`src/irqPkg.sv`:
```
package irqPkg;

   typedef logic [63:0] hostAddr_t;
   typedef logic [31:0] busWord_t;
   typedef logic [7:0] confAddr_t;
   typedef logic [55:0] reqInfo_t;
   typedef logic [15:0] dropCount_t;
   // Ring of 32 words, 16 records
   typedef logic [4:0] ringOffset_t;

   localparam int FifoDepth = 8;
   localparam int FifoPtrWidth = $clog2(FifoDepth);

   typedef logic [FifoPtrWidth-1:0] fifoPtr_t;
   typedef logic [FifoPtrWidth:0] fifoCount_t;

   localparam confAddr_t BaseHighAddr = 8'h10;
   localparam confAddr_t BaseLowAddr = 8'h14;
   localparam confAddr_t DropCountAddr = 8'h18;

   typedef struct packed {
      logic chipSelect;
      logic write;
      logic read;
      confAddr_t address;
      busWord_t writeData;
   } confBus_t;

   typedef struct packed {
      logic write;
      hostAddr_t address;
      busWord_t writeData;
   } memReq_t;

   typedef enum logic [1:0] {Idle, HighWord, LowWord} writerState_t;

endpackage

```
`src/irqConfRegs.sv`:
```
module irqConfRegs (
   input  logic               clock,
   input  logic               reset,
   input  irqPkg::confBus_t   confBus_i,
   input  irqPkg::dropCount_t dropCount_i,
   output irqPkg::busWord_t   confReadData_o,
   output irqPkg::hostAddr_t  ringBase_o,
   output logic               ringRestart_o
);

   irqPkg::busWord_t baseHigh;
   irqPkg::busWord_t baseLow;
   logic confWrite;
   logic confRead;
   logic highWrite;
   logic lowWrite;

   assign confWrite = confBus_i.chipSelect & confBus_i.write;
   assign confRead = confBus_i.chipSelect & confBus_i.read;

   assign highWrite = confWrite && (confBus_i.address == irqPkg::BaseHighAddr);
   assign lowWrite = confWrite && (confBus_i.address == irqPkg::BaseLowAddr);

   always_ff @(posedge clock or negedge reset) begin
      if (!reset) begin
         baseHigh <= '0;
         baseLow <= '0;
      end else begin
         if (highWrite) begin
            baseHigh <= confBus_i.writeData;
         end
         if (lowWrite) begin
            baseLow <= confBus_i.writeData;
         end
      end
   end

   assign ringBase_o = {baseHigh, baseLow};

   // Offset restarts at the same edge the new low half lands
   assign ringRestart_o = lowWrite;

   // Read data is valid in the cycle of the read
   always_comb begin
      confReadData_o = '0;
      if (confRead) begin
         case (confBus_i.address)
            irqPkg::BaseHighAddr: begin
               confReadData_o = baseHigh;
            end
            irqPkg::BaseLowAddr: begin
               confReadData_o = baseLow;
            end
            irqPkg::DropCountAddr: begin
               confReadData_o = irqPkg::busWord_t'(dropCount_i);
            end
            default: begin
               confReadData_o = '0;
            end
         endcase
      end
   end

endmodule

```
`src/irqReqFifo.sv`:
```
module irqReqFifo (
   input  logic               clock,
   input  logic               reset,
   input  logic               push_i,
   input  irqPkg::reqInfo_t   pushData_i,
   input  logic               pop_i,
   output irqPkg::reqInfo_t   head_o,
   output logic               empty_o,
   output irqPkg::dropCount_t dropCount_o
);

   irqPkg::reqInfo_t entries [irqPkg::FifoDepth];
   irqPkg::fifoPtr_t wrPtr;
   irqPkg::fifoPtr_t rdPtr;
   irqPkg::fifoCount_t count;
   irqPkg::dropCount_t dropCount;
   logic full;
   logic doPush;
   logic doPop;

   assign full = (count == irqPkg::fifoCount_t'(irqPkg::FifoDepth));
   assign empty_o = (count == '0);
   assign doPush = push_i & ~full;
   assign doPop = pop_i & ~empty_o;

   always_ff @(posedge clock) begin
      if (doPush) begin
         entries[wrPtr] <= pushData_i;
      end
   end

   // Depth is a power of two, pointers wrap by themselves
   always_ff @(posedge clock or negedge reset) begin
      if (!reset) begin
         wrPtr <= '0;
         rdPtr <= '0;
         count <= '0;
      end else begin
         if (doPush) begin
            wrPtr <= wrPtr + 1'b1;
         end
         if (doPop) begin
            rdPtr <= rdPtr + 1'b1;
         end
         if (doPush && !doPop) begin
            count <= count + 1'b1;
         end else if (doPop && !doPush) begin
            count <= count - 1'b1;
         end
      end
   end

   // Lost requests, saturating
   always_ff @(posedge clock or negedge reset) begin
      if (!reset) begin
         dropCount <= '0;
      end else if (push_i && full && (dropCount != '1)) begin
         dropCount <= dropCount + 1'b1;
      end
   end

   assign head_o = entries[rdPtr];
   assign dropCount_o = dropCount;

endmodule

```
`src/irqRingWriter.sv`:
```
module irqRingWriter (
   input  logic              clock,
   input  logic              reset,
   input  irqPkg::reqInfo_t  head_i,
   input  logic              empty_i,
   input  irqPkg::hostAddr_t ringBase_i,
   input  logic              ringRestart_i,
   input  logic              memWaitRequest_i,
   output logic              pop_o,
   output irqPkg::memReq_t   memReq_o
);

   irqPkg::writerState_t state;
   irqPkg::writerState_t nextState;
   irqPkg::writerState_t beat;
   irqPkg::ringOffset_t ringOffset;
   logic accepted;

   // A waiting record starts its high word straight from Idle,
   // so it goes out the cycle after it was queued
   always_comb begin
      beat = state;
      if (state == irqPkg::Idle && !empty_i) begin
         beat = irqPkg::HighWord;
      end
   end

   assign accepted = memReq_o.write & ~memWaitRequest_i;

   always_comb begin
      nextState = beat;
      if (accepted) begin
         case (beat)
            irqPkg::HighWord: begin
               nextState = irqPkg::LowWord;
            end
            // Back in Idle the next record, if any, is already on the bus
            irqPkg::LowWord: begin
               nextState = irqPkg::Idle;
            end
            default: begin
               nextState = irqPkg::Idle;
            end
         endcase
      end
   end

   always_ff @(posedge clock or negedge reset) begin
      if (!reset) begin
         state <= irqPkg::Idle;
      end else begin
         state <= nextState;
      end
   end

   // One ring word per accepted beat
   always_ff @(posedge clock or negedge reset) begin
      if (!reset) begin
         ringOffset <= '0;
      end else if (ringRestart_i) begin
         ringOffset <= '0;
      end else if (accepted) begin
         ringOffset <= ringOffset + 1'b1;
      end
   end

   always_comb begin
      memReq_o.write = (beat != irqPkg::Idle);
      memReq_o.address = ringBase_i + irqPkg::hostAddr_t'({ringOffset, 2'b00});
      if (beat == irqPkg::HighWord) begin
         memReq_o.writeData = {8'h00, head_i[55:32]};
      end else begin
         memReq_o.writeData = head_i[31:0];
      end
   end

   // Record leaves the FIFO once its low word is taken
   assign pop_o = accepted && (beat == irqPkg::LowWord);

endmodule

```
`src/pcieArbiter.sv`:
```
module pcieArbiter (
   input  logic              clock,
   input  logic              reset,
   input  irqPkg::confBus_t  confBus_i,
   output irqPkg::busWord_t  confReadData_o,
   input  logic              reqValid_i,
   input  irqPkg::reqInfo_t  reqInfo_i,
   input  logic              memWaitRequest_i,
   output irqPkg::memReq_t   memReq_o
);

   irqPkg::dropCount_t dropCount;
   irqPkg::hostAddr_t ringBase;
   logic ringRestart;
   irqPkg::reqInfo_t fifoHead;
   logic fifoEmpty;
   logic fifoPop;

   irqConfRegs i_confRegs (
      .clock          (clock),
      .reset          (reset),
      .confBus_i      (confBus_i),
      .dropCount_i    (dropCount),
      .confReadData_o (confReadData_o),
      .ringBase_o     (ringBase),
      .ringRestart_o  (ringRestart)
   );

   // Request strobe has no back-pressure, overflow is counted here
   irqReqFifo i_reqFifo (
      .clock       (clock),
      .reset       (reset),
      .push_i      (reqValid_i),
      .pushData_i  (reqInfo_i),
      .pop_i       (fifoPop),
      .head_o      (fifoHead),
      .empty_o     (fifoEmpty),
      .dropCount_o (dropCount)
   );

   irqRingWriter i_ringWriter (
      .clock            (clock),
      .reset            (reset),
      .head_i           (fifoHead),
      .empty_i          (fifoEmpty),
      .ringBase_i       (ringBase),
      .ringRestart_i    (ringRestart),
      .memWaitRequest_i (memWaitRequest_i),
      .pop_o            (fifoPop),
      .memReq_o         (memReq_o)
   );

endmodule

```
`config.mk`:
```
export PLATFORM = sky130hd
export DESIGN_NAME = pcieArbiter
export DESIGN_NICKNAME = d
export VERILOG_FILES = /design/src/irqPkg.sv /design/src/irqConfRegs.sv /design/src/irqReqFifo.sv /design/src/irqRingWriter.sv /design/src/pcieArbiter.sv
export SDC_FILE = /design/constraint.sdc
export NUM_CORES = 1
export LEC_CHECK = 0
export ABC_AREA = 1
export ABC_CLOCK_PERIOD_IN_PS = 4150
export BUFFER_PORTS_ARGS = -buffer_cell sky130_fd_sc_hd__buf_2
export CAP_MARGIN = 20
export CELL_PAD_IN_SITES_DETAIL_PLACEMENT = 1
export CELL_PAD_IN_SITES_GLOBAL_PLACEMENT = 2
export CORE_MARGIN = 4
export CORE_UTILIZATION = 36
export CTS_BUF_LIST = sky130_fd_sc_hd__clkbuf_8
export DETAILED_ROUTE_END_ITERATION = 16
export PLACE_DENSITY = 0.88
export SKIP_CTS_REPAIR_TIMING = 1
export SYNTH_ARGS = -nofsm -noshare
export SYNTH_HDL_FRONTEND = slang
export SYNTH_SLANG_ARGS = --single-unit
```
`constraint.sdc`:
```
create_clock -name clock -period 4.15 [get_ports clock]
set_clock_uncertainty 0.15 [all_clocks]
set_input_delay 0.83 -clock clock [delete_from_list [all_inputs] [get_ports clock]]
set_output_delay 0.83 -clock clock [all_outputs]
set_load 0.05 [all_outputs]
```
==> results.yml <==
outcome:
  run_status: "completed"
finish:
  layout_commonest_cell: "nand2_1"
  utilization: 0.425
  fin_nets: 2843
  drive_gt1_frac: 0.156
  synthToLayoutAreaGrowth_pct: 16.8
  mostFrequentLayoutCells: "nand2_1 (493), nor2_1 (468), edfxtp_1 (448)"
grt:
  grt_use_total: 0.221
  grt_pass1_vias: 21100
  grt_pass1_wl_mm: 126
  met1_usage: 0.274
  antenna_found_initial: 22
  busiest_layer: "met2"
  globalRouteMet3Util: 0.0498
  grt_max_degree: 105
  grt.overflow.total: 0
  met2_usage: 0.370
synthesis:
  ys_seq_area_frac: 0.637
  ys_ff_latch: 545
  synth_area_um2: 24900
  yosys_most_used_dff: "edfxtp_1"
  syn_inst: 2481
  yosysUniqueCellTypes: 43
  syn_nets: 2598
  synth_area_per_cell_um2: 10.1
  synth_edf_count: 448
  ys_warn_count: 0
  synthArstFlopShare: 0.178
sta:
  tightest_slew_ps: 922
  fmax_mhz: 248
  layout_setup_ws_ps: 125
  hold_violations: 0
  finalSetupViolCount: 0
  slew_violations: 0
  max_slew_margin: 0.386
  hold_ws_ps: 106
  fin_tns_setup_ps: 0
  period_share: 0.970
  min_period_ps: 4020
  rsz0062_at_grt: "true"
place:
  gp_congestion: 0.879
  io_buffers: 231
  dp_hpwl_mm: 54.6
  pre_cts_ws_ps: 644
route:
  ant_nets: 0
  dr.pass1.iters: 5
  viasPerCell: 5.33
  drt_wl_total_mm: 83.0
  num_vias: 19900
  drc: 0
  drt-initial-drc-count: 1656
  wl_per_cell_um: 22.2
die:
  dieArea_um2: 73600
  initial_core_util: 0.364
  die_x_um: 271
  die_y_um: 271
  core_um2: 68600
  io_pins: 232
  num_rows: 96
pwr:
  peakVddDrop_mv: 0.629
  p_seq_frac: 0.375
  p_clk_frac: 0.251
  power_frac_comb: 0.374
  power.total_mw: 19.3
  cellPowerDensity_nw_per_um2: 662
  switching_power_mw: 8.19
  power.internal_mw: 11.1
  switching_share: 0.425
  p_leak_nw: 11.4
setup_path:
  cp.arrival_ps: 3040
  path_class: "reg2out"
  reg2reg_depth: 12
  worstReg2RegEnd: "i_reqFifo.count[3]"
  cp-end-kind: "output port"
  r2r_start: "i_reqFifo.count[0]"
  critPathMaxFanout: 6
  worstPathRequired_ps: 3170
  crit_path_start_kind: "flip-flop"
  rrSetupSlack_ps: 1500
cts:
  cts_tree: "built"
  worstSkewPairLatency_ps: 670
  cts_buffer_depth: 3
  root_buffer: "clkbuf_8"
  clk_pin_slew_worst_paths_ps: 60
  htree_levels: 3
  cts_buffers: 95
  cts.sink_count: 545
worst_hold_path:
  hold_path.class: "in2async"
run:
  cap_violations: 0
==> stage by stage <==
stage / instance area (µm²) / cells
floorplan: 24900 / 2481
global placement: 27200 / 3560
detailed placement: 27200 / 3560
CTS: 29000 / 3730
global route: 29100 / 3739
finish: 29100 / 3742
==> power by group through the flow <==
stage / clock network, mW / logic (mW) / registers [mW]
floorplan: 0 / 4.90 / 7.14
global placement: 0 / 6.94 / 7.28
detailed placement: 0 / 7.21 / 7.35
CTS: 4.95 / 7.25 / 7.24
global route: 5.20 / 7.83 / 7.32
finish: 4.84 / 7.21 / 7.24
==> logic make-up after synthesis <==
| family | share of synthesized area |
|---|---|
| XOR/XNOR | 0.0190 |
| buffers and inverters | 0.0449 |
| adder cells (fa/ha/maj) | 0.00762 |
| AO/OA/AOI/OAI | 0.0964 |
| AND/OR/NAND/NOR | 0.195 |
| multiplexers | 0.000451 |
| flip-flops | 0.637 |
==> sequential cells by signal, summed over array words and instances, names as in the netlist <==
name / count
i_reqFifo.entries: 448
i_confRegs.baseHigh: 32
i_confRegs.baseLow: 32
i_reqFifo.dropCount_o: 16
i_ringWriter.ringOffset: 5
i_reqFifo.count: 4
i_reqFifo.rdPtr: 3
i_reqFifo.wrPtr: 3
i_ringWriter.state: 2
==> worst max path at each step <==
| stage | depth (start not counted) | slack, ps | endpoint | from |
|---|---|---|---|---|
| after floorplan | 3 | -30 | i_reqFifo.entries[0][0] | reqValid_i |
| after global placement | 11 | 740 | confReadData_o[9] | confBus_i[32] |
| after detailed placement | 11 | 640 | confReadData_o[13] | confBus_i[32] |
| after CTS | 9 | 6 | memReq_o[58] | i_confRegs.baseLow[2] |
| after global routing | 9 | -10 | memReq_o[17] | i_reqFifo.rdPtr[0] |
| final | 9 | 130 | memReq_o[74] | i_confRegs.baseLow[2] |
==> routing by layer <==
metal / wire (µm) / vias to the layer above
li1: - / 9014
met2: 40300 / 643
met5: 120 / -
met3: 5020 / 217
met4: 3870 / 18
met1: 33700 / 10000
==> Yosys cell counts, types with 5 or more instances <==
| library cell | count | area, µm² |
|---|---|---|
| dfrtp_1 | 97 | 2430 |
| nor3_1 | 11 | 55.1 |
| o21ai_1 | 21 | 105 |
| nand3_1 | 162 | 811 |
| ha_1 | 12 | 150 |
| xor2_1 | 38 | 333 |
| a21oi_1 | 36 | 180 |
| clkbuf_1 | 47 | 176 |
| buf_2 | 36 | 180 |
| buf_4 | 24 | 180 |
| o21ai_0 | 264 | 1320 |
| edfxtp_1 | 448 | 13500 |
| inv_1 | 129 | 484 |
| nor2_1 | 478 | 1790 |
| nand4_1 | 15 | 93.8 |
| nand2_1 | 497 | 1870 |
| xnor2_1 | 16 | 140 |
| o211ai_1 | 97 | 728 |
| nand3b_1 | 5 | 37.5 |
| buf_6 | 5 | 56.3 |
==> final cells by class <==
type | instances | area (µm²)
fillers | 7725 | 39500
flip-flops and latches | 545 | 15900
multi-input cells | 1685 | 8040
repair buffers | 265 | 1660
clock buffers | 99 | 1360
well taps | 931 | 1160
inverters | 134 | 508
clock inverters | 71 | 479
diodes | 12 | 30.0
==> critical path, cell delays in order (launching register included) <==
cell and delay (ps):
dfrtp_1 420, ha_1 270, fa_1 460, nand2_1 100, nand2_1 90, nand3_1 210, nand2_2 150, nand3_1 150
xor2_1 210, buf_2 300
Power figures use the tool's default switching activity.
